### config.mk
export PLATFORM = sky130hd
export DESIGN_NAME = reg_file
export DESIGN_NICKNAME = d
export VERILOG_FILES = /design/src/hw/avr_pkg.sv /design/src/hw/reg_file.sv
export SDC_FILE = /design/constraint.sdc
export NUM_CORES = 1
export LEC_CHECK = 0
export ABC_AREA = 1
export BUFFER_PORTS_ARGS = -buffer_cell sky130_fd_sc_hd__buf_2
export CORE_UTILIZATION = 40
export CTS_BUF_LIST = sky130_fd_sc_hd__clkbuf_4 sky130_fd_sc_hd__clkbuf_8
export CTS_CLUSTER_SIZE = 28
export DETAILED_ROUTE_END_ITERATION = 8
export SYNTH_ARGS = -nofsm -noshare
export SYNTH_HDL_FRONTEND = slang
export SYNTH_SLANG_ARGS = --single-unit
### constraint.sdc
create_clock -name ALU_CLK -period 10.5 [get_ports ALU_CLK]
set_input_delay 1.05 -clock ALU_CLK [delete_from_list [all_inputs] [get_ports ALU_CLK]]
set_output_delay 1.05 -clock ALU_CLK [all_outputs]
set_load 0.1 [all_outputs]
### src/hw/avr_pkg.sv
`default_nettype none

package avr_pkg;

	localparam int DATA_W     = 8;
	localparam int INSN_W     = 16;
	localparam int REG_ADDR_W = 5;
	localparam int IO_ADDR_W  = 6;

	typedef logic [DATA_W-1:0]     data_t;
	typedef logic [INSN_W-1:0]     insn_t;
	typedef logic [REG_ADDR_W-1:0] reg_addr_t;
	typedef logic [IO_ADDR_W-1:0]  io_addr_t;
	typedef logic [7:0]            sreg_t;

	// Flag positions in SREG
	localparam int SREG_C = 0;
	localparam int SREG_Z = 1;
	localparam int SREG_N = 2;
	localparam int SREG_V = 3;
	localparam int SREG_S = 4;
	localparam int SREG_H = 5;
	localparam int SREG_T = 6;
	localparam int SREG_I = 7;

	localparam io_addr_t SREG_IO_ADDR = 6'h3F;

	typedef enum logic [4:0] {
		OP_NOP,
		OP_ADD,
		OP_ADC,
		OP_SUB,
		OP_SUBI,
		OP_CP,
		OP_AND,
		OP_ANDI,
		OP_OR,
		OP_EOR,
		OP_INC,
		OP_DEC,
		OP_LSR,
		OP_ROR,
		OP_SWAP,
		OP_MOV,
		OP_LDI,
		OP_BSET,
		OP_BCLR,
		OP_RJMP,
		OP_BRBS,
		OP_BRBC,
		OP_OUT
	} opcode_e;

	// Machine cycle
	typedef enum logic {
		PH_FETCH,
		PH_EXEC
	} phase_e;

endpackage

`default_nettype wire

### src/hw/reg_file.sv
`timescale 1ns/1ps
`default_nettype none

module reg_file
(
	input  logic               ALU_CLK,
	input  logic               hclk,
	input  logic               i_we,
	input  avr_pkg::reg_addr_t i_waddr,
	input  avr_pkg::data_t     i_wdata,
	input  avr_pkg::reg_addr_t i_raddr_a,
	input  avr_pkg::reg_addr_t i_raddr_b,
	output avr_pkg::data_t     o_rdata_a,
	output avr_pkg::data_t     o_rdata_b
);
	import avr_pkg::*;

	localparam int NREGS = 2 ** REG_ADDR_W;

	data_t regs [NREGS];

	always_ff @(posedge ALU_CLK or posedge hclk)
	begin
		if (hclk)
		begin
			for (int i = 0; i < NREGS; i++)
				regs[i] <= '0;
		end
		else if (i_we)
			regs[i_waddr] <= i_wdata;
	end

	assign o_rdata_a = regs[i_raddr_a];
	assign o_rdata_b = regs[i_raddr_b];

endmodule

`default_nettype wire

== Word-level counts from Yosys, hierarchy flattened ==
Cells that the tools add are included.

* Flip-flop bits (word level): 256
* Input port bits: 26
* Word-level logic and storage cells: 49

* Magnitude comparators: 4
* Mux-type cells: 9
* Bitwise operators: 3
* Reduce and logical (&&, ||, !) cells: 1

{| class="wikitable"
|+ Operator list
! kind !! number
|-
| $bwmux 256 || 1
|-
| $bmux 8 s5 || 2
|-
| $demux 8 s5 || 1
|-
| $mux 8 || 5
|-
| $ge 6x6->1 const B || 3
|-
| $not 5->6 || 3
|-
| $lt 6x1->1 const B || 1
|-
| $logic_and 1x1->1 || 1
|}

== Longest topological paths before layout ==
* Depth in word-level cells: 6
* Gate-level depth with buffers: 11
* Mapped depth without buffers: 9

== Least setup slack after synthesis ==
No wires, ideal clock.

* Path type: input-to-output
* From: input port i_raddr_b[0]
* To: output port o_rdata_b[1]
* Arrival: 2664 ps
* Required time: 9450 ps
* Slack: 6786 ps
* Stages: 11
* Path through: inv_1 > clkbuf_1 > clkbuf_1 > nand2_1 > nand3_1 > nand3_1 > nand2_1 > nand2_1 > nand2_1 > nand2_1 > nand2_1

* Word-level cells in the longest chain between the ends: 4

{| class="wikitable"
|+ RTL lines
! element !! RTL line !! text
|-
| start: declaration || reg_file.sv:12 || <nowiki>input avr_pkg::reg_addr_t i_raddr_b,</nowiki>
|-
| $not 5->6 (implied by the code) || reg_file.sv:34 || <nowiki>assign o_rdata_b = regs[i_raddr_b];</nowiki>
|-
| $bmux 8 s5 || reg_file.sv:34 ||
|-
| $mux 8 (implied by the code) (2 in series) || reg_file.sv:34 ||
|-
| end: declaration || reg_file.sv:14 || <nowiki>output avr_pkg::data_t o_rdata_b</nowiki>
|}

No other way between the ends. The select of a mux whose other input is x is not followed.

== Final worst setup path ==
* From: input port i_raddr_a[0]
* To: output port o_rdata_a[6]

* Word-level cells in the longest chain between the ends: 4

{| class="wikitable"
|+ RTL lines
! element !! RTL line !! text
|-
| start: declaration || reg_file.sv:11 || <nowiki>input avr_pkg::reg_addr_t i_raddr_a,</nowiki>
|-
| $not 5->6 (implied by the code) || reg_file.sv:33 || <nowiki>assign o_rdata_a = regs[i_raddr_a];</nowiki>
|-
| $bmux 8 s5 || reg_file.sv:33 ||
|-
| $mux 8 (implied by the code) (2 in series) || reg_file.sv:33 ||
|-
| end: declaration || reg_file.sv:13 || <nowiki>output avr_pkg::data_t o_rdata_a,</nowiki>
|}

No other way between the ends. The select of a mux whose other input is x is not followed.

==> results.cfg <==
[timing]
final.min_clock_period_ns = 5.20
worst_slew_pin_slew_ns = 1.31
whs_ns = 0.506
fmax_ghz = 0.192
hold_viol = 0
drv_slew = 0
setup_tns_ns = 0
rsz0062_at_grt = false
finalCritPeriodShare_pct = 49.5
fin_worst_skew_ns = 0
max-slew-margin-rel_pct = 12.9
setup_viol = 0

[clocking]
clk-insertion-delay-late_ns = 0.56
path_clk_slew_ns = 0.06
h-tree-depth = 2
clk_path_buf_depth = 3
cts_sinks = 256
cts_buffers = 45
root_buffer = clkbuf_8
ctsResizeCount = 0
cts_hold_buffers = 0
post_cts_buffers = 0
cts_tree = built

[global_routing]
grt_max_degree = 143
grt_overflow = 0
antenna_found_initial = 0
grt_pass1_wl_um = 76700
grt_usage_pct = 27.4
grt_pass1_vias = 12918

[synth]
synth_ff_type = dfrtp_1
synth.distinct_cells = 17
ys_top_cells_by_count = nand2_1 (990), nand3_1 (384), dfrtp_1 (256)
synth_compound_area_share_pct = 8.98
synth_top_family_by_area = simple AND/OR/NAND/NOR gates
synth.most_common_cell = nand2_1
synth_area_leaders = dfrtp_1 (45%), nand2_1 (26%), nand3_1 (13%)
netlist_area_um2 = 14300
synthXorXnorAreaFrac_pct = 0
syn-instance-count = 2104
synth-adder-area-share_pct = 0
synthSimpleGateAreaFrac_pct = 40.8
synth_top_area_share_pct = 44.9
yosysWarnings = 0
avgSynthCellArea_um2 = 6.78
synth_edf_count = 0
yosys.area.top_type = dfrtp_1
muxShareOfSynthArea_pct = 0
ys_async_sr_fraction_pct = 100
ys_ff_latch = 256
synth_seq_area_share_pct = 44.9
synthesis.nets = 2130

[power]
total_power_w = 0.00303
p_leak_nw = 7.44
vdd_drop_max_mv = 0.131
power.density_nw_per_um2 = 195

[place]
hpwl_um = 28700
portBuffers = 41
gp_congestion = 0.958

[routing]
routed_via_density = 5.53
vias = 13998
drt_iter0_drc = 1621
wl_per_cell_um = 19.4
drc = 0
routed_wl_um = 49200
final_antenna_net_count = 0
first_pass_iters = 7

[job]
max-cap-violations = 0

[worst_hold_path]
holdCritPathClass = register to register

[worst_setup_path]
required_ns = 9.45
rrSetupSlack_ns = 9.74
critical_path_arrival_ns = 4.15
cp_max_fo = 73
cp-end-kind = output port
start_kind = primary input
critical_path_class = primary input to output port

[floorplanning]
pin_count = 42
dieArea_um2 = 36400
start_util_pct = 41.0
die_w_um = 191
core_area_um2 = 34800
rows = 68
die_h_um = 191

[cells_and_area]
fillCellCount = 3590
fin_util_pct = 44.7
diodes = 0
largestRegisters = regs (256)
drive_gt1_share_pct = 6.98
largest_reg_flops = 256
regMostFlops = regs
nNetsFinal = 2076
syn2layout_area_growth_pct = 9.11

[status]
status = completed
## final timing paths
path,start,end,cells past startpoint
worst min register to register,regs[24],regs[24],2
worst min-delay path,regs[24],regs[24],2
worst max-delay path,i_raddr_a[0],o_rdata_a[6],12
max in group asynchronous,hclk,regs[1],3
worst max register to register,regs[192],regs[192],2
min in group asynchronous,hclk,regs[111],2
## layout make-up
type | instances | area, µm² | area share (%)
Timing Repair Buffer | 59 | 345 | 2.22
Tap cell | 455 | 569 | 3.66
Sequential cell | 256 | 6410 | 41.1
Inverter | 28 | 118 | 0.755
Multi-Input combinational cell | 1660 | 7100 | 45.6
Clock inverter | 6 | 158 | 1.01
Clock buffer | 68 | 873 | 5.61
## metal layers
| layer | global-route usage [%] | up-vias | routed length [µm] | part of all wire [%] |
|---|---|---|---|---|
| met5 | 0 | - | 0 | 0 |
| met4 | 10.3 | 0 | 1470 | 3.0 |
| met3 | 5.37 | 97 | 4440 | 9.0 |
| met2 | 40.8 | 670 | 21700 | 44 |
| met1 | 38.9 | 6501 | 21600 | 44 |
| li1 | - | 6730 | - | - |
## critical path: stages
cell     delay [ns]
buf_4          0.26
inv_4          0.55
buf_4          0.79
nand2_1        0.11
nand3_1        0.10
nand3_1        0.11
nand2_1        0.18
nand2_1        0.09
nand2_1        0.08
nand2_1        0.08
nand2_1        0.17
buf_2          0.45
## report_power, final
group	leakage [nW]	total [W]	internal, W	switching, W
Sequential	3.31	0.00133	0.00117	0.000158
Combinational	3.60	0.000625	0.000202	0.000423
Clock	0.534	0.00107	0.000648	0.000425
Total	7.44	0.00303	0.00203	0.00101
## metrics by stage
step / instances / area (µm²) / worst slack, ns
CTS: 2532 / 15600 / 5.42
detailed placement: 2458 / 14500 / 5.42
floorplan: 2104 / 14300 / 2.41
global route: 2532 / 15600 / 5.11
finish: 2532 / 15600 / 5.30
global placement: 2458 / 14500 / 5.43
## cell usage in the layout, fill, tap and decap left out, drive strengths merged
cell and instances:
nand2 990, nand3 384, dfrtp 256, o21ai 240
clkbuf 68, buf 59, inv 28, nor2 18
a21oi 16, nor3 12, bufinv 5, clkinvlp 1
## cell families (layout without fill, tap and decap cells)
kind of cell           Yosys count  count (layout)
AOI/OAI and AO/OA              256             256
and+or+nand+nor               1404            1404
buffers and inverters          188             161
DFF                            256             256
(Power assumes the default switching activity.)
