`src/hw/avr_pkg.sv`:
```
`default_nettype none

package avr_pkg;

	localparam int DATA_W     = 8;
	localparam int INSN_W     = 16;
	localparam int REG_ADDR_W = 5;
	localparam int IO_ADDR_W  = 6;

	typedef logic [DATA_W-1:0]     data_t;
	typedef logic [INSN_W-1:0]     insn_t;
	typedef logic [REG_ADDR_W-1:0] reg_addr_t;
	typedef logic [IO_ADDR_W-1:0]  io_addr_t;
	typedef logic [7:0]            sreg_t;

	// Flag positions in SREG
	localparam int SREG_C = 0;
	localparam int SREG_Z = 1;
	localparam int SREG_N = 2;
	localparam int SREG_V = 3;
	localparam int SREG_S = 4;
	localparam int SREG_H = 5;
	localparam int SREG_T = 6;
	localparam int SREG_I = 7;

	localparam io_addr_t SREG_IO_ADDR = 6'h3F;

	typedef enum logic [4:0] {
		OP_NOP,
		OP_ADD,
		OP_ADC,
		OP_SUB,
		OP_SUBI,
		OP_CP,
		OP_AND,
		OP_ANDI,
		OP_OR,
		OP_EOR,
		OP_INC,
		OP_DEC,
		OP_LSR,
		OP_ROR,
		OP_SWAP,
		OP_MOV,
		OP_LDI,
		OP_BSET,
		OP_BCLR,
		OP_RJMP,
		OP_BRBS,
		OP_BRBC,
		OP_OUT
	} opcode_e;

	// Machine cycle
	typedef enum logic {
		PH_FETCH,
		PH_EXEC
	} phase_e;

endpackage

`default_nettype wire

```
`src/hw/core_ctrl.sv`:
```
`timescale 1ns/1ps
`default_nettype none

module core_ctrl
#(
	parameter int PROG_ADDR_W = 10
)
(
	input  logic                   ALU_CLK,
	input  logic                   hclk,
	input  logic                   i_run,
	input  avr_pkg::opcode_e       i_op,
	input  logic signed [11:0]     i_offset,
	input  logic [2:0]             i_bit,
	input  avr_pkg::io_addr_t      i_io_addr,
	input  avr_pkg::data_t         i_src,
	input  logic                   i_wb,
	input  avr_pkg::sreg_t         i_sreg_next,
	output logic                   o_rf_we,
	output logic [PROG_ADDR_W-1:0] o_fetch_addr,
	output avr_pkg::sreg_t         o_sreg,
	output logic [PROG_ADDR_W-1:0] o_pc,
	output logic                   o_io_we,
	output avr_pkg::io_addr_t      o_io_addr,
	output avr_pkg::data_t         o_io_data
);
	import avr_pkg::*;

	phase_e                 phase;
	logic [PROG_ADDR_W-1:0] pc;
	logic [PROG_ADDR_W-1:0] pc_inc;
	logic [PROG_ADDR_W-1:0] pc_rel;
	logic [PROG_ADDR_W-1:0] pc_next;
	sreg_t                  sreg;
	logic                   exec;
	logic                   taken;
	logic                   out_sreg;

	assign exec   = (phase == PH_EXEC);
	assign pc_inc = pc + 1'b1;
	assign pc_rel = pc_inc + PROG_ADDR_W'(i_offset); // Sign extends or wraps

	assign taken = (i_op == OP_RJMP) ||
		((i_op == OP_BRBS) && sreg[i_bit]) ||
		((i_op == OP_BRBC) && !sreg[i_bit]);
	assign pc_next = taken ? pc_rel : pc_inc;

	assign out_sreg = (i_op == OP_OUT) && (i_io_addr == SREG_IO_ADDR);

	always_ff @(posedge ALU_CLK or posedge hclk)
	begin
		if (hclk)
		begin
			phase     <= PH_FETCH;
			pc        <= '0;
			sreg      <= '0;
			o_io_we   <= 1'b0;
			o_io_addr <= '0;
			o_io_data <= '0;
		end
		else
		begin
			o_io_we <= 1'b0; // Single-cycle strobe
			if (exec)
			begin
				phase <= PH_FETCH;
				pc    <= pc_next;
				sreg  <= out_sreg ? i_src : i_sreg_next;
				if ((i_op == OP_OUT) && !out_sreg)
				begin
					o_io_we   <= 1'b1;
					o_io_addr <= i_io_addr;
					o_io_data <= i_src;
				end
			end
			else if (i_run)
				phase <= PH_EXEC;
		end
	end

	assign o_rf_we      = exec && i_wb;
	assign o_fetch_addr = pc;
	assign o_pc         = pc;
	assign o_sreg       = sreg;

endmodule

`default_nettype wire

```
`config.mk`:
```
export PLATFORM = sky130hd
export DESIGN_NAME = core_ctrl
export DESIGN_NICKNAME = d
export VERILOG_FILES = /design/src/hw/avr_pkg.sv /design/src/hw/core_ctrl.sv
export SDC_FILE = /design/constraint.sdc
export NUM_CORES = 1
export LEC_CHECK = 0
export ABC_CLOCK_PERIOD_IN_PS = 4340
export BUFFER_PORTS_ARGS = -buffer_cell sky130_fd_sc_hd__buf_4
export CORE_ASPECT_RATIO = 1.5
export CORE_UTILIZATION = 52
export CTS_CLUSTER_SIZE = 8
export DETAILED_ROUTE_END_ITERATION = 8
export PLACE_DENSITY = 0.85
export REMOVE_ABC_BUFFERS = 1
export SLEW_MARGIN = 20
export SYNTH_ARGS = -nofsm -noshare
export SYNTH_HDL_FRONTEND = slang
export SYNTH_SLANG_ARGS = --single-unit
export TNS_END_PERCENT = 50
```
`constraint.sdc`:
```
create_clock -name ALU_CLK -period 4.34 [get_ports ALU_CLK]
set_input_delay 1.085 -clock ALU_CLK [delete_from_list [all_inputs] [get_ports ALU_CLK]]
set_output_delay 1.085 -clock ALU_CLK [all_outputs]
set_load 0.03 [all_outputs]
```
# Word level (Yosys, flattened, before mapping)
# Cells that the tools add are included.
[totals]
word_cells = 32
register_bits = 34
output_inout_bits = 44
in_bits = 46
[op_classes]
n_eq_ne = 5
magnitude_cmp = 1
n_reduce_logical = 10
n_addsub = 2
n_mux = 8
[ops]
columns = ["op", "count"]
rows = [
  ["equality test 5 bit (second input constant)", 4],
  ["adder 10 x 1 -> 10 bit (second input constant)", 1],
  ["adder 10 bit", 1],
  ["two-way mux 10 bit", 1],
  ["two-way mux 8 bit", 1],
  ["equality test 6 bit (second input constant)", 1],
  ["logical AND 1 bit", 5],
  ["two-way mux 1 bit", 5],
  ["< comparator 3 x 4 -> 1 bit (second input constant)", 1],
  ["binary-select mux 1 bit (select 3 bit)", 1],
  ["logical NOT 1 bit", 2],
  ["logical OR 1 bit", 2],
  ["AND reduction 2 bit", 1],
]

# Longest topological paths before layout
[logic_depth]
depth_word = 6
depth_mapped = 13
depth_no_buf = 12

# Worst setup path after synthesis
# No wires, ideal clock.
[synth_path]
path_type = "input to register"
start = "in i_offset[0]"
end = "reg pc[8], in the netlist o_fetch_addr[8]"
n_path_buf = 0
stages = 9
setup_time_ns = 0.077
setup_slack_ns = 1.457
t_arrival_ns = 2.805
required_time_ns = 4.263
cell_sequence = "ha_1 > fa_1 > a21o_1 > a211oi_1 > nor2_1 > o41ai_1 > xnor2_1 > mux2i_1 > a21oi_1"
[synth_between]
elab_chain_cells = 2
[synth_rtl]
columns = ["item", "line_no", "source"]
rows = [
  ["start: declaration", "core_ctrl.sv:13", "input logic signed [11:0] i_offset,"],
  ["adder 10 bit", "core_ctrl.sv:41", "assign pc_rel = pc_inc + PROG_ADDR_W'(i_offset);"],
  ["two-way mux 10 bit", "core_ctrl.sv:46", "assign pc_next = taken ? pc_rel : pc_inc;"],
  ["end signal: assignment", "core_ctrl.sv:67", "pc <= pc_next;"],
  ["end: declaration", "core_ctrl.sv:30", "logic [PROG_ADDR_W-1:0] pc;"],
]
# No other way between the ends.
# A chain may end at the register's enable or synchronous reset.

# Worst setup path after layout
[layout_path]
start = "reg pc[2], in the netlist o_fetch_addr[2]"
end = "reg pc[9], in the netlist o_fetch_addr[9]"
[layout_between]
elab_chain_cells = 3
[layout_rtl]
columns = ["item", "line_no", "source"]
rows = [
  ["adder 10 x 1 -> 10 bit *", "core_ctrl.sv:40", "assign pc_inc = pc + 1'b1;"],
  ["adder 10 bit", "core_ctrl.sv:41", ""],
  ["two-way mux 10 bit *", "core_ctrl.sv:46", ""],
]
# Mark *: on every way between the ends. The rest lies on a longest branch, timed or not.

==> impl_metrics.json <==
{
  "status": "finished, final reports clean",
  "core-area_um2": 3994,
  "power_density_nw_per_um2": 654.8,
  "ir_worst_vdd_v": 0.0004323,
  "r2r_slack_ps": 1390,
  "power.total_w": 0.001916,
  "critPathKind": "flop to flop",
  "numCtsBuffers": 5,
  "first_iter_violations": 31,
  "comb_power_share": 0.594,
  "cts_tree": "yes",
  "gr-usage-all-layers": 0.2444,
  "syn_area_per_cell_um2": 9.913,
  "whs_endpoint": "o_io_addr[2]",
  "die_x_um": 55.00,
  "synth_edf_count": 0,
  "cellLeakagePower_nw": 1.520,
  "syn_area_um2": 2191,
  "antenna_found_initial": 0,
  "hold_depth": 1,
  "fin_crit_sh": 0.6795,
  "cts_max_level": 2,
  "ys_types": 34,
  "tightest_slew_ps": 594.7,
  "required_ps": 4540,
  "cp_slowest_cell": "dfrtp_1",
  "remaining_drc_errors": 0,
  "synth-seq-cells": 34,
  "critPathCaptureType": "flop",
  "grt_pass1_wl_um": 7990,
  "ioPinCount": 90,
  "clockPowerShare": 0.146,
  "rsz0062_at_grt": "false",
  "wl_um": 4960,
  "min_from": "o_io_addr[2]",
  "fin_setup_tns_ps": 0,
  "switching_share": 0.4496,
  "grt_max_degree": 35,
  "drive_gt1_frac": 0.3775,
  "vias": 1932,
  "synthFlopType": "dfrtp_1",
  "cts_resized": 0,
  "drt_pre_antenna_iters": 4,
  "grt_pass1_vias": 1874,
  "slew-limit-headroom": 0.6024,
  "clk_path_buf_depth": 2,
  "hold_violations": 0,
  "skew_ps": 6.292,
  "cts.sinks": 34,
  "slowest_delay_ps": 510,
  "wl_per_cell_um": 14.29,
  "setup_violations": 0,
  "worstPathCellList": "and3_1 > and3_1 > nand3_1 > xnor2_1 > ha_1 > nand4_1 > nor3_1 > nor2_1 > mux2i_1 > o21ba_1 > mux2i_1 > xor2_1",
  "gp_congestion": 0.8019,
  "ant_nets": 0,
  "ys_seq_area_frac": 0.3883,
  "cp-start-kind": "flop",
  "clk_latency_ps": 280,
  "seq_power_share": 0.260,
  "initial_core_util": 0.5486,
  "r2r_start": "o_fetch_addr[2]",
  "cp_max_fo": 9,
  "via_per_inst": 5.568,
  "async_reset_ff_frac": 1.000,
  "cts_setup_buffers": 0,
  "synth_warnings": 0,
  "synth_cells": 221,
  "clkTransAtPathRegs_ps": 70,
  "cap_violations": 0,
  "arrival_ps": 3150,
  "placement_rows": 28,
  "cell_internal_pwr_w": 0.001055,
  "fin_nets": 358,
  "regToRegEndpoint": "o_fetch_addr[9]",
  "cts_hold_buf": 0,
  "grt-ovfl-total": 0,
  "clockRootBuffer": "clkbuf_8",
  "area_growth_pct": 33.58,
  "die_h_um": 81.50,
  "post-route-min-period_ps": 2949,
  "place.port_buffers": 87,
  "maxSlewViolCount": 0,
  "fmax_ghz": 0.3391,
  "p_switching_w": 0.0008615,
  "post-dp-hpwl_um": 3891,
  "n_antenna_cell": 0,
  "die-area_um2": 4482,
  "worst-r2r-cell-count": 12,
  "hold_path_class": "flop to flop"
}
-- kinds of logic (layout without fill, tap and decap cells) --
logic type | Yosys count | count (layout) | share of synthesized area
simple gates | 61 | 61 | 0.1388
compound gates | 47 | 47 | 0.1296
flops | 34 | 34 | 0.3884
mux | 30 | 30 | 0.1588
buf+inv | 23 | 104 | 0.05825
xor+xnor | 15 | 15 | 0.05996
fa+ha+maj | 11 | 11 | 0.06625
-- worst max-delay path by stage --
stage	startpoint	end	slack, ps	cells past startpoint
after floorplan	o_fetch_addr[0]	o_fetch_addr[9]	1330	12
after global placement	i_offset[0]	o_fetch_addr[8]	1150	10
after detailed placement	i_bit[1]	o_fetch_addr[9]	1100	8
after CTS	o_fetch_addr[2]	o_fetch_addr[9]	1380	12
after global routing	o_fetch_addr[2]	o_fetch_addr[9]	1120	12
final	o_fetch_addr[2]	o_fetch_addr[9]	1390	12
-- routing by layer --
layer	up-vias	GRT usage	share of wire
met2	59	0.4494	0.56
li1	948	-	-
met4	0	0.06000	0.010
met3	6	0.06111	0.056
met1	919	0.2688	0.37
met5	-	0	0
-- synth_stat cells, types with 2 or more instances --
| cell | number | area [µm²] |
|---|---|---|
| o22a_1 | 2 | 17.52 |
| nand2_1 | 7 | 26.28 |
| mux2i_1 | 16 | 160.2 |
| a211oi_1 | 2 | 15.01 |
| nor3_1 | 4 | 20.02 |
| nor2_1 | 23 | 86.33 |
| inv_1 | 6 | 22.52 |
| a21oi_1 | 25 | 125.1 |
| nand3_1 | 8 | 40.04 |
| dfrtp_1 | 34 | 850.8 |
| nand4_1 | 6 | 37.54 |
| nor2b_1 | 3 | 18.77 |
| buf_4 | 11 | 82.58 |
| xnor2_1 | 10 | 87.58 |
| clkbuf_1 | 6 | 22.52 |
| o21ai_0 | 7 | 35.03 |
| mux2_2 | 12 | 135.1 |
| a31o_2 | 3 | 26.28 |
| mux4_1 | 2 | 52.55 |
| xor2_1 | 5 | 43.79 |
| a21o_1 | 4 | 30.03 |
| ha_1 | 10 | 125.1 |
| and3_1 | 4 | 25.02 |
-- layout by cell type (no fill, tap or decap), drive strengths merged, types with 8 or more instances in the layout --
| cell | netlist | layout |
|---|---|---|
| a21oi | 25 | 25 |
| buf | 11 | 90 |
| dfrtp | 34 | 34 |
| ha | 10 | 10 |
| mux2 | 12 | 12 |
| mux2i | 16 | 16 |
| nand3 | 8 | 8 |
| nor2 | 24 | 24 |
| xnor2 | 10 | 10 |
-- power groups by stage --
stage | combinational [W] | sequential, W | clock [W]
floorplan | 0.000564 | 0.000725 | 0
global placement | 0.00111 | 0.000496 | 0
detailed placement | 0.00113 | 0.000502 | 0
CTS | 0.00114 | 0.000497 | 0.000285
global route | 0.00125 | 0.000515 | 0.000300
finish | 0.00114 | 0.000498 | 0.000281
-- metrics by stage --
stage | std cells | hold slack, ps | util | setup slack, ps | cell area (µm²)
finish | 347 | 497.7 | 0.7328 | 1391 | 2927
global route | 347 | 534.8 | 0.7328 | 1120 | 2927
CTS | 347 | 503.6 | 0.7328 | 1376 | 2927
detailed placement | 339 | 488.3 | 0.7055 | 1099 | 2818
global placement | 339 | 478.9 | 0.7055 | 1151 | 2818
floorplan | 204 | 682.4 | - | 1327 | 2086
-- worst max-delay path: cells and delay by family (launching register included) --
| family | cells | cell delay (ps) |
|---|---|---|
| adder cells (fa/ha/maj) | 1 | 300 |
| AND/OR/NAND/NOR | 6 | 1040 |
| AO/OA/AOI/OAI | 1 | 170 |
| flip-flops | 1 | 510 |
| XOR/XNOR | 2 | 380 |
| multiplexers | 2 | 450 |
-- sequential cells by signal, indices dropped and copies added (netlist names) --
register and cells:
o_io_data 8, exec 1, o_io_we 1, o_io_addr 6, o_sreg 8, o_fetch_addr 10
-- layout make-up --
type / instances / area (µm²)
fillers: 300 / 1067
well taps: 45 / 56.30
clock inverters: 3 / 40.04
inverters: 6 / 22.52
clock buffers: 5 / 68.82
flip-flops and latches: 34 / 850.8
multi-input cells: 164 / 1212
repair buffers: 90 / 675.6
No activity file was read; power rests on OpenSTA's default activity.
