**config.mk**
```make
export PLATFORM = sky130hd
export DESIGN_NAME = op_decoder
export DESIGN_NICKNAME = d
export VERILOG_FILES = /design/src/hw/avr_pkg.sv /design/src/hw/op_decoder.sv
export SDC_FILE = /design/constraint.sdc
export NUM_CORES = 1
export LEC_CHECK = 0
export ABC_AREA = 0
export BUFFER_PORTS_ARGS = -buffer_cell sky130_fd_sc_hd__buf_4
export CORE_MARGIN = 2
export CORE_UTILIZATION = 30
export DETAILED_ROUTE_END_ITERATION = 12
export SETUP_SLACK_MARGIN = 0.3
export SLEW_MARGIN = 10
export SYNTH_ARGS = -nofsm -noshare
export SYNTH_HDL_FRONTEND = slang
export SYNTH_SLANG_ARGS = --single-unit
export TNS_END_PERCENT = 1
```
**constraint.sdc**
```tcl
create_clock -name vclk -period 4
set_clock_uncertainty 0.15 [all_clocks]
set_input_delay 0.8 -clock vclk [all_inputs]
set_output_delay 0.8 -clock vclk [all_outputs]
set_load 0.005 [all_outputs]
```
**src/hw/avr_pkg.sv**
```systemverilog
`default_nettype none

package avr_pkg;

	localparam int DATA_W     = 8;
	localparam int INSN_W     = 16;
	localparam int REG_ADDR_W = 5;
	localparam int IO_ADDR_W  = 6;

	typedef logic [DATA_W-1:0]     data_t;
	typedef logic [INSN_W-1:0]     insn_t;
	typedef logic [REG_ADDR_W-1:0] reg_addr_t;
	typedef logic [IO_ADDR_W-1:0]  io_addr_t;
	typedef logic [7:0]            sreg_t;

	// Flag positions in SREG
	localparam int SREG_C = 0;
	localparam int SREG_Z = 1;
	localparam int SREG_N = 2;
	localparam int SREG_V = 3;
	localparam int SREG_S = 4;
	localparam int SREG_H = 5;
	localparam int SREG_T = 6;
	localparam int SREG_I = 7;

	localparam io_addr_t SREG_IO_ADDR = 6'h3F;

	typedef enum logic [4:0] {
		OP_NOP,
		OP_ADD,
		OP_ADC,
		OP_SUB,
		OP_SUBI,
		OP_CP,
		OP_AND,
		OP_ANDI,
		OP_OR,
		OP_EOR,
		OP_INC,
		OP_DEC,
		OP_LSR,
		OP_ROR,
		OP_SWAP,
		OP_MOV,
		OP_LDI,
		OP_BSET,
		OP_BCLR,
		OP_RJMP,
		OP_BRBS,
		OP_BRBC,
		OP_OUT
	} opcode_e;

	// Machine cycle
	typedef enum logic {
		PH_FETCH,
		PH_EXEC
	} phase_e;

endpackage

`default_nettype wire

```
**src/hw/op_decoder.sv**
```systemverilog
`timescale 1ns/1ps
`default_nettype none

module op_decoder
(
	input  avr_pkg::insn_t     i_insn,
	output avr_pkg::opcode_e   o_op,
	output avr_pkg::reg_addr_t o_rd,
	output avr_pkg::reg_addr_t o_rr,
	output avr_pkg::data_t     o_imm,
	output logic [2:0]         o_bit,
	output avr_pkg::io_addr_t  o_io_addr,
	output logic signed [11:0] o_offset
);
	import avr_pkg::*;

	logic imm_form;

	always_comb
	begin
		o_op = OP_NOP;
		case (i_insn[15:12])
			4'h0: if (i_insn[11:10] == 2'b11) o_op = OP_ADD;
			4'h1:
			begin
				case (i_insn[11:10])
					2'b01:   o_op = OP_CP;
					2'b10:   o_op = OP_SUB;
					2'b11:   o_op = OP_ADC;
					default: o_op = OP_NOP; // CPSE not kept
				endcase
			end
			4'h2:
			begin
				case (i_insn[11:10])
					2'b00:   o_op = OP_AND;
					2'b01:   o_op = OP_EOR;
					2'b10:   o_op = OP_OR;
					default: o_op = OP_MOV;
				endcase
			end
			4'h5: o_op = OP_SUBI;
			4'h7: o_op = OP_ANDI;
			4'h9:
			begin
				// One-operand group 1001 010x
				if (i_insn[11:9] == 3'b010)
				begin
					case (i_insn[3:0])
						4'h2:    o_op = OP_SWAP;
						4'h3:    o_op = OP_INC;
						4'h6:    o_op = OP_LSR;
						4'h7:    o_op = OP_ROR;
						4'hA:    o_op = OP_DEC;
						4'h8:    if (!i_insn[8]) o_op = i_insn[7] ? OP_BCLR : OP_BSET;
						default: o_op = OP_NOP;
					endcase
				end
			end
			4'hB: if (i_insn[11]) o_op = OP_OUT;
			4'hC: o_op = OP_RJMP;
			4'hE: o_op = OP_LDI;
			4'hF: if (!i_insn[11]) o_op = i_insn[10] ? OP_BRBC : OP_BRBS;
			default: o_op = OP_NOP;
		endcase
	end

	assign imm_form = (o_op == OP_SUBI) || (o_op == OP_ANDI) || (o_op == OP_LDI);

	assign o_rd      = imm_form ? {1'b1, i_insn[7:4]} : i_insn[8:4]; // r16..r31 for immediates
	assign o_rr      = {i_insn[9], i_insn[3:0]};
	assign o_imm     = {i_insn[11:8], i_insn[3:0]};
	assign o_io_addr = {i_insn[10:9], i_insn[3:0]};
	assign o_bit     = ((o_op == OP_BSET) || (o_op == OP_BCLR)) ? i_insn[6:4] : i_insn[2:0];

	// 12-bit for RJMP, 7-bit for conditional branches
	assign o_offset = (o_op == OP_RJMP) ? i_insn[11:0] : {{5{i_insn[9]}}, i_insn[9:3]};

endmodule

`default_nettype wire

```
# Word level (Yosys, flattened, before mapping)
# Index checks and enable logic that the tools add are counted.
# classes
eq_ne	25
muxes	14
reduce_logical	5
# ops
operator	count
case mux 5 bit (10 select lines)	1
case mux 5 bit (6 select lines)	1
equality test 4 bit, second input constant	7
two-way mux 5 bit	5
equality test 5 bit, second input constant	4
equality test 4 x 3 -> 1 bit, second input constant	4
equality test 4 x 2 -> 1 bit, second input constant	3
two-way mux 12 bit	1
case mux 4 bit (3 select lines)	1
equality test 5 x 3 -> 1 bit, second input constant	2
case mux 3 bit (3 select lines)	1
equality test 2 bit, second input constant	2
equality test 4 x 1 -> 1 bit, second input constant	1
logical NOT 4 bit	1
equality test 3 x 2 -> 1 bit, second input constant	1
logical OR 1 bit	3
two-way mux 3 bit	1
equality test 2 x 1 -> 1 bit, second input constant	1
logical NOT 2 bit	1
two-way mux 1 bit	2
two-way mux 2 bit	1
# word_totals
ff_bits	0
in_bits	16
out_inout_bits	44

# Depth between registers and ports, before layout
# Gate-level depths: netlist of run 1.
# logic_depth
depth_word	9
depth_mapped	8

# Worst setup path before layout of run 1
# Ideal clock, no wire load.
# synth_timing
path_kind	input-to-output
startpoint	input port i_insn[10]
endpoint	output port o_rd[4]
t_arrival_ns	2.360
path_slack_ns	0.690
stages	8
n_path_buf	0
cell_sequence	inv_1 -> ha_1 -> nor4bb_1 -> a31oi_1 -> a21oi_1 -> or4_4 -> xor2_1 -> o41ai_2
# synth_via
elab_chain_len	7
elab_cells_between_ends	18
# synth_rtl
item	line_no	source
from (decl)	op_decoder.sv:6	input avr_pkg::insn_t i_insn,
equality test 2 bit (tied with other cells)	op_decoder.sv:26, op_decoder.sv:35	
case mux 4 bit (3 select lines) (tied with other cells)	op_decoder.sv:35	case (i_insn[11:10])
case mux 5 bit (10 select lines) *	op_decoder.sv:22	case (i_insn[15:12])
net o_op[0]	op_decoder.sv:7	output avr_pkg::opcode_e o_op,
equality test 5 x 3 -> 1 bit	op_decoder.sv:68	assign imm_form = (o_op == OP_SUBI) || (o_op == OP_ANDI) || (o_op == OP_LDI);
logical OR 1 bit	op_decoder.sv:68	
logical OR 1 bit *	op_decoder.sv:68	
two-way mux 5 bit *	op_decoder.sv:70	assign o_rd = imm_form ? {1'b1, i_insn[7:4]} : i_insn[8:4];
to (decl)	op_decoder.sv:8	output avr_pkg::reg_addr_t o_rd,
# Mark *: on every way through the listed nets, which the timed path passes. The rest lies on a longest branch.

# Worst setup path in the final report of run 1
# layout_timing
startpoint	input port i_insn[11]
endpoint	output port o_rd[4]
# layout_via
elab_chain_len	7
elab_cells_between_ends	18
# layout_rtl
item	line_no
equality test 2 bit (tied with other cells)	op_decoder.sv:26, op_decoder.sv:35
case mux 4 bit (3 select lines) (tied with other cells)	op_decoder.sv:35
case mux 5 bit (10 select lines) *	op_decoder.sv:22
equality test 5 x 3 -> 1 bit	op_decoder.sv:68
logical OR 1 bit	op_decoder.sv:68
logical OR 1 bit *	op_decoder.sv:68
two-way mux 5 bit *	op_decoder.sv:70
# Mark *: on every way between the ends. The rest lies on a longest branch, timed or not.

==> results of run 1 <==
==> metal layers <==
| layer | wire, um | vias to the layer above | track usage (%) |
|---|---|---|---|
| met5 | 0 | - | 0 |
| met2 | 1240 | 32 | 26.2 |
| met3 | 117 | 0 | 0.538 |
| met1 | 994 | 398 | 17.5 |
| met4 | 0 | 0 | 0.813 |
| li1 | - | 440 | - |
==> critical path, delay by kind of cell <==
| kind | cells | cell delay, ns |
|---|---|---|
| AO/OA/AOI/OAI | 3 | 0.56 |
| XOR/XNOR | 1 | 0.16 |
| adder cells (fa/ha/maj) | 1 | 0.20 |
| buffers and inverters | 3 | 0.32 |
| AND/OR/NAND/NOR | 2 | 0.70 |
==> cell usage in the layout, fill, tap and decap left out, drive strengths merged, types with 3 or more instances in the layout <==
cell type	netlist	final
nor2b	5	5
nand2	18	18
buf	25	65
inv	7	7
o21ai	5	5
a21oi	5	5
a31oi	3	3
nor3	3	3
mux2	5	5
ha	5	5
==> kinds of logic (layout without fill, tap and decap cells) <==
family | Yosys count | in the layout | share of synthesized area (%)
compound gates | 22 | 22 | 19.6
xor+xnor | 1 | 1 | 1.13
fa+ha+maj | 5 | 5 | 8.05
buf+inv | 36 | 72 | 29.5
mux | 5 | 5 | 7.25
simple gates | 43 | 43 | 34.5
==> layout make-up <==
| type | instances | area [um2] | share of cell area (%) |
|---|---|---|---|
| inverters | 7 | 38.8 | 3.37 |
| multi-input cells | 76 | 568 | 49.3 |
| well taps | 30 | 37.5 | 3.26 |
| repair buffers | 65 | 508 | 44.1 |
==> power by group through the flow <==
stage	registers (uW)	clock network [uW]	logic, uW
finish	0	0	118
global route	0	0	130
CTS	0	0	108
detailed placement	0	0	108
global placement	0	0	106
floorplan	0	0	58.2
==> how the worst max path moves through the flow <==
stage               slack [ns]        from      end
global placement          0.38  i_insn[11]  o_rd[4]
CTS                       0.30  i_insn[11]  o_rd[4]
floorplan                 0.69  i_insn[10]  o_rd[4]
global route              0.24  i_insn[11]  o_rd[4]
detailed placement        0.30  i_insn[11]  o_rd[4]
finish                    0.31  i_insn[11]  o_rd[4]
==> timing repair <==
item                       in CTS  in global routing
buffers inserted                0                  5
setup endpoints to repair       0                  1
resized for setup               0                 14
hold endpoints to repair        0                  0
==> stage by stage <==
step / util (%) / total power [uW] / setup slack, ns / instance area, um2 / hold slack [ns]
after global routing: 46.9 / 130 / 0.236 / 1150 / 1.66
final: 46.9 / 118 / 0.311 / 1150 / 1.64
after global placement: 43.3 / 106 / 0.376 / 1060 / 1.64
after floorplan: - / 58.2 / 0.690 / 777 / 1.52
after detailed placement: 43.3 / 108 / 0.303 / 1060 / 1.65
after CTS: 43.3 / 108 / 0.302 / 1060 / 1.65
==> flow_summary.ini, run 1 <==
[status]
outcome = complete, no violations

[timing]
tns_ns = 0
tightest_slew_ns = 0.569
fmax_mhz = 271
hold_viol = 0
rsz0062_at_grt = yes
period_needed_ns = 3.69
period_share_pct = 92.2
finalSetupViolCount = 0
report.final.slew_viol_count = 0
relSlewSlack_pct = 62.1

[layout]
nClkBuffers = 0
nFillCells = 257
drive_gt1_share_pct = 55.4
nets = 171
syn2layout_area_growth_pct = 48.3
final-seq-area_um2 = 0
final_cells = 178
seq_cells = 0
n_antenna_cell = 0

[place]
place_hpwl_um = 1800
io_buffers = 60
dp.cells = 173
gp_congestion = 0.781

[routing]
via_count = 870
vias_per_cell = 4.89
drt-initial-drc-count = 10
wire_per_inst_um = 13.2
wl_um = 2350
ant_nets = 0
firstDrtPassIters = 4
drcViolationCount = 0

[floorplan]
start_util_pct = 31.7
die_area_mm2 = 0.00301
die_w_um = 54.9
rows = 18
die_h_um = 54.9
coreArea_mm2 = 0.00245
io_pins = 60

[power_and_ir_drop]
swShare_pct = 43.7
leakagePower_uw = 0.000571
clkPwrFrac_pct = 0
switching_power_uw = 51.6
pwr-share-seq_pct = 0
p_int_uw = 66.4
p_per_area_mw_per_mm2 = 102
p_comb_share_pct = 100.0
peakVddDrop_uv = 51.8

[hold_path]
hold_path_end = o_rd[1]
min-delay-start = i_insn[5]
hp-class = in2out
holdPathStages = 2

[yosys]
yosys-top-cells-count = buf_4 (25), nand2_1 (18), inv_1 (7)
synth_area_um2 = 777
syn_inst = 112
synth_area_leader_cell = buf_4
synth_top_area_share_pct = 24.2
yosysUniqueCellTypes = 36
seq_area_frac_synth_pct = 0
syn_area_per_cell_um2 = 6.94
synth_warnings = 0
synth_most_common_cell = buf_4
synthesis.nets = 133
synthTopCellsByArea = buf_4 (24%), nand2_1 (8.7%), ha_1 (8.1%), mux2_2 (7.2%), inv_1 (3.4%)

[setup_path]
cp_max_fo = 6
required_ns = 3.05
startpoint_type = input pin
worstSetupPathType = in2out
cp_data_arrival_time_ns = 2.74
crit_path_end_kind = output port
cpMaxStageDelayCell = or4_4
critical_path.max_stage_delay_ns = 0.55
crit_chain = buf_12 -> inv_8 -> ha_4 -> nor4bb_1 -> a31oi_1 -> a21oi_1 -> or4_4 -> xor2_2 -> o41ai_2 -> buf_4

[global_route]
grt_remaining_overflow = 0
antenna_found_initial = 0
grt_start_max_net_pins = 16
grt_pass1_vias = 737
grt_usage_pct = 13.6
grt_pass1_wl_um = 3160

[clock_tree]
ctsHoldBuffers = 0

[run]
max_cap_viol_count = 0
Power figures use the tool's default switching activity.
==> inputs of run 2 (changes only) <==
clock period = 3.45 ns   (was 4 ns; I/O delays follow)
==> run 2 against run 1 <==
Global-route usage is 0.22 points lower. Highest routed layer unchanged. Final area is 5.2% lower. Largest power group unchanged. Largest cell class unchanged. Setup slack worse by 0.20 ns.
==> flow_summary.ini, run 2 (synthesis gave the netlist of run 1 again) <==
[routing]
drt-initial-drc-count = 13
via_count = 858
drcViolationCount = 0
vias_per_cell = 4.85
ant_nets = 0
wire_per_inst_um = 12.2
wl_um = 2160
firstDrtPassIters = 4

[setup_path]
crit_path_end_kind = output port
cp_data_arrival_time_ns = 2.50
cp_max_fo = 2
cp-startpoint = i_insn[10]
required_ns = 2.61
worstSetupPathType = in2out
startpoint_type = input pin

[layout]
syn2layout_area_growth_pct = 40.6
n_antenna_cell = 0
nClkBuffers = 0
final-seq-area_um2 = 0
fin_area_mm2 = 0.00109
nets = 170
seq_cells = 0
layout_commonest_cell = buf_4
final_cell_mix = buf_4 (64), nand2_1 (18), inv_1 (6)
drive_gt1_share_pct = 53.1

[place]
dpl_cell_area_mm2 = 0.00109
gp_congestion = 0.815
place_hpwl_um = 1780
io_buffers = 60

[global_route]
grt_pass1_vias = 703
grt_remaining_overflow = 0
antenna_found_initial = 0
grt_usage_pct = 13.4
grt_pass1_wl_um = 3090
grt_start_max_net_pins = 16

[power_and_ir_drop]
leakagePower_uw = 0.000558
peakVddDrop_uv = 53.6
p_per_area_mw_per_mm2 = 116

[timing]
period_needed_ns = 3.34
rsz0062_at_grt = yes
period_share_pct = 96.8
hold_viol = 0
report.final.slew_viol_count = 0
fmax_mhz = 299
tns_ns = 0
finalSetupViolCount = 0
relSlewSlack_pct = 78.5
tightest_slew_ns = 0.321

[run]
max_cap_viol_count = 0

[floorplan]
start_util_pct = 31.7
die_h_um = 54.9
die_w_um = 54.9
die_area_mm2 = 0.00301
rows = 18
io_pins = 60
coreArea_mm2 = 0.00245

[status]
outcome = complete, no violations

[hold_path]
min-delay-start = i_insn[5]
hp-class = in2out
holdPathStages = 2

[clock_tree]
ctsHoldBuffers = 0
-- run 2: critical path, stage by stage --
cell	delay (ns)
buf_4	0.11
inv_1	0.08
ha_1	0.24
nor4bb_1	0.14
a31oi_1	0.13
a21oi_1	0.09
or4_4	0.49
xor2_1	0.18
o41ai_2	0.20
buf_4	0.15
-- run 2: stage by stage --
stage                     setup WS [ns]  std cells  total power (uW)  hold slack (ns)  util [%]
final                             0.111        177               127             1.42      44.5
after global placement            0.106        177               126             1.43      44.5
after floorplan                   0.360        112              67.5             1.30         -
after CTS                        0.0975        177               128             1.43      44.5
after detailed placement         0.0848        177               128             1.43      44.5
after global routing            -0.0438        177               141             1.44      44.5
-- run 2: what timing repair did --
action                                  4_1_cts  5_1_grt
setup buffers                                 0        0
gates resized for setup                       1        0
endpoints found under the setup margin        1        1
-- run 2: final cells by class --
cell class | instances | area (um2)
fillers | 268 | 1360
well taps | 30 | 37.5
inverters | 7 | 26.3
repair buffers | 64 | 480
multi-input cells | 76 | 548
-- run 2: final timing paths --
kind	slack (ns)	end
max	0.11	o_rd[4]
min	1.42	o_rd[1]
-- run 2: routing by layer --
metal	vias to the layer above	share of wire, %	track usage (%)
li1	435	-	-
met1	391	42	17.8
met2	32	52	25.8
met3	0	5.8	0
met4	0	0	0
met5	-	0	0
-- run 2: report_power, final --
| group | switching (uW) | internal [uW] | total, uW | leakage [uW] |
|---|---|---|---|---|
| Combinational | 55.6 | 71.0 | 127 | 0.000558 |
| Sequential | 0 | 0 | 0 | 0 |
| Clock | 0 | 0 | 0 | 0 |
| Total | 55.6 | 71.0 | 127 | 0.000558 |
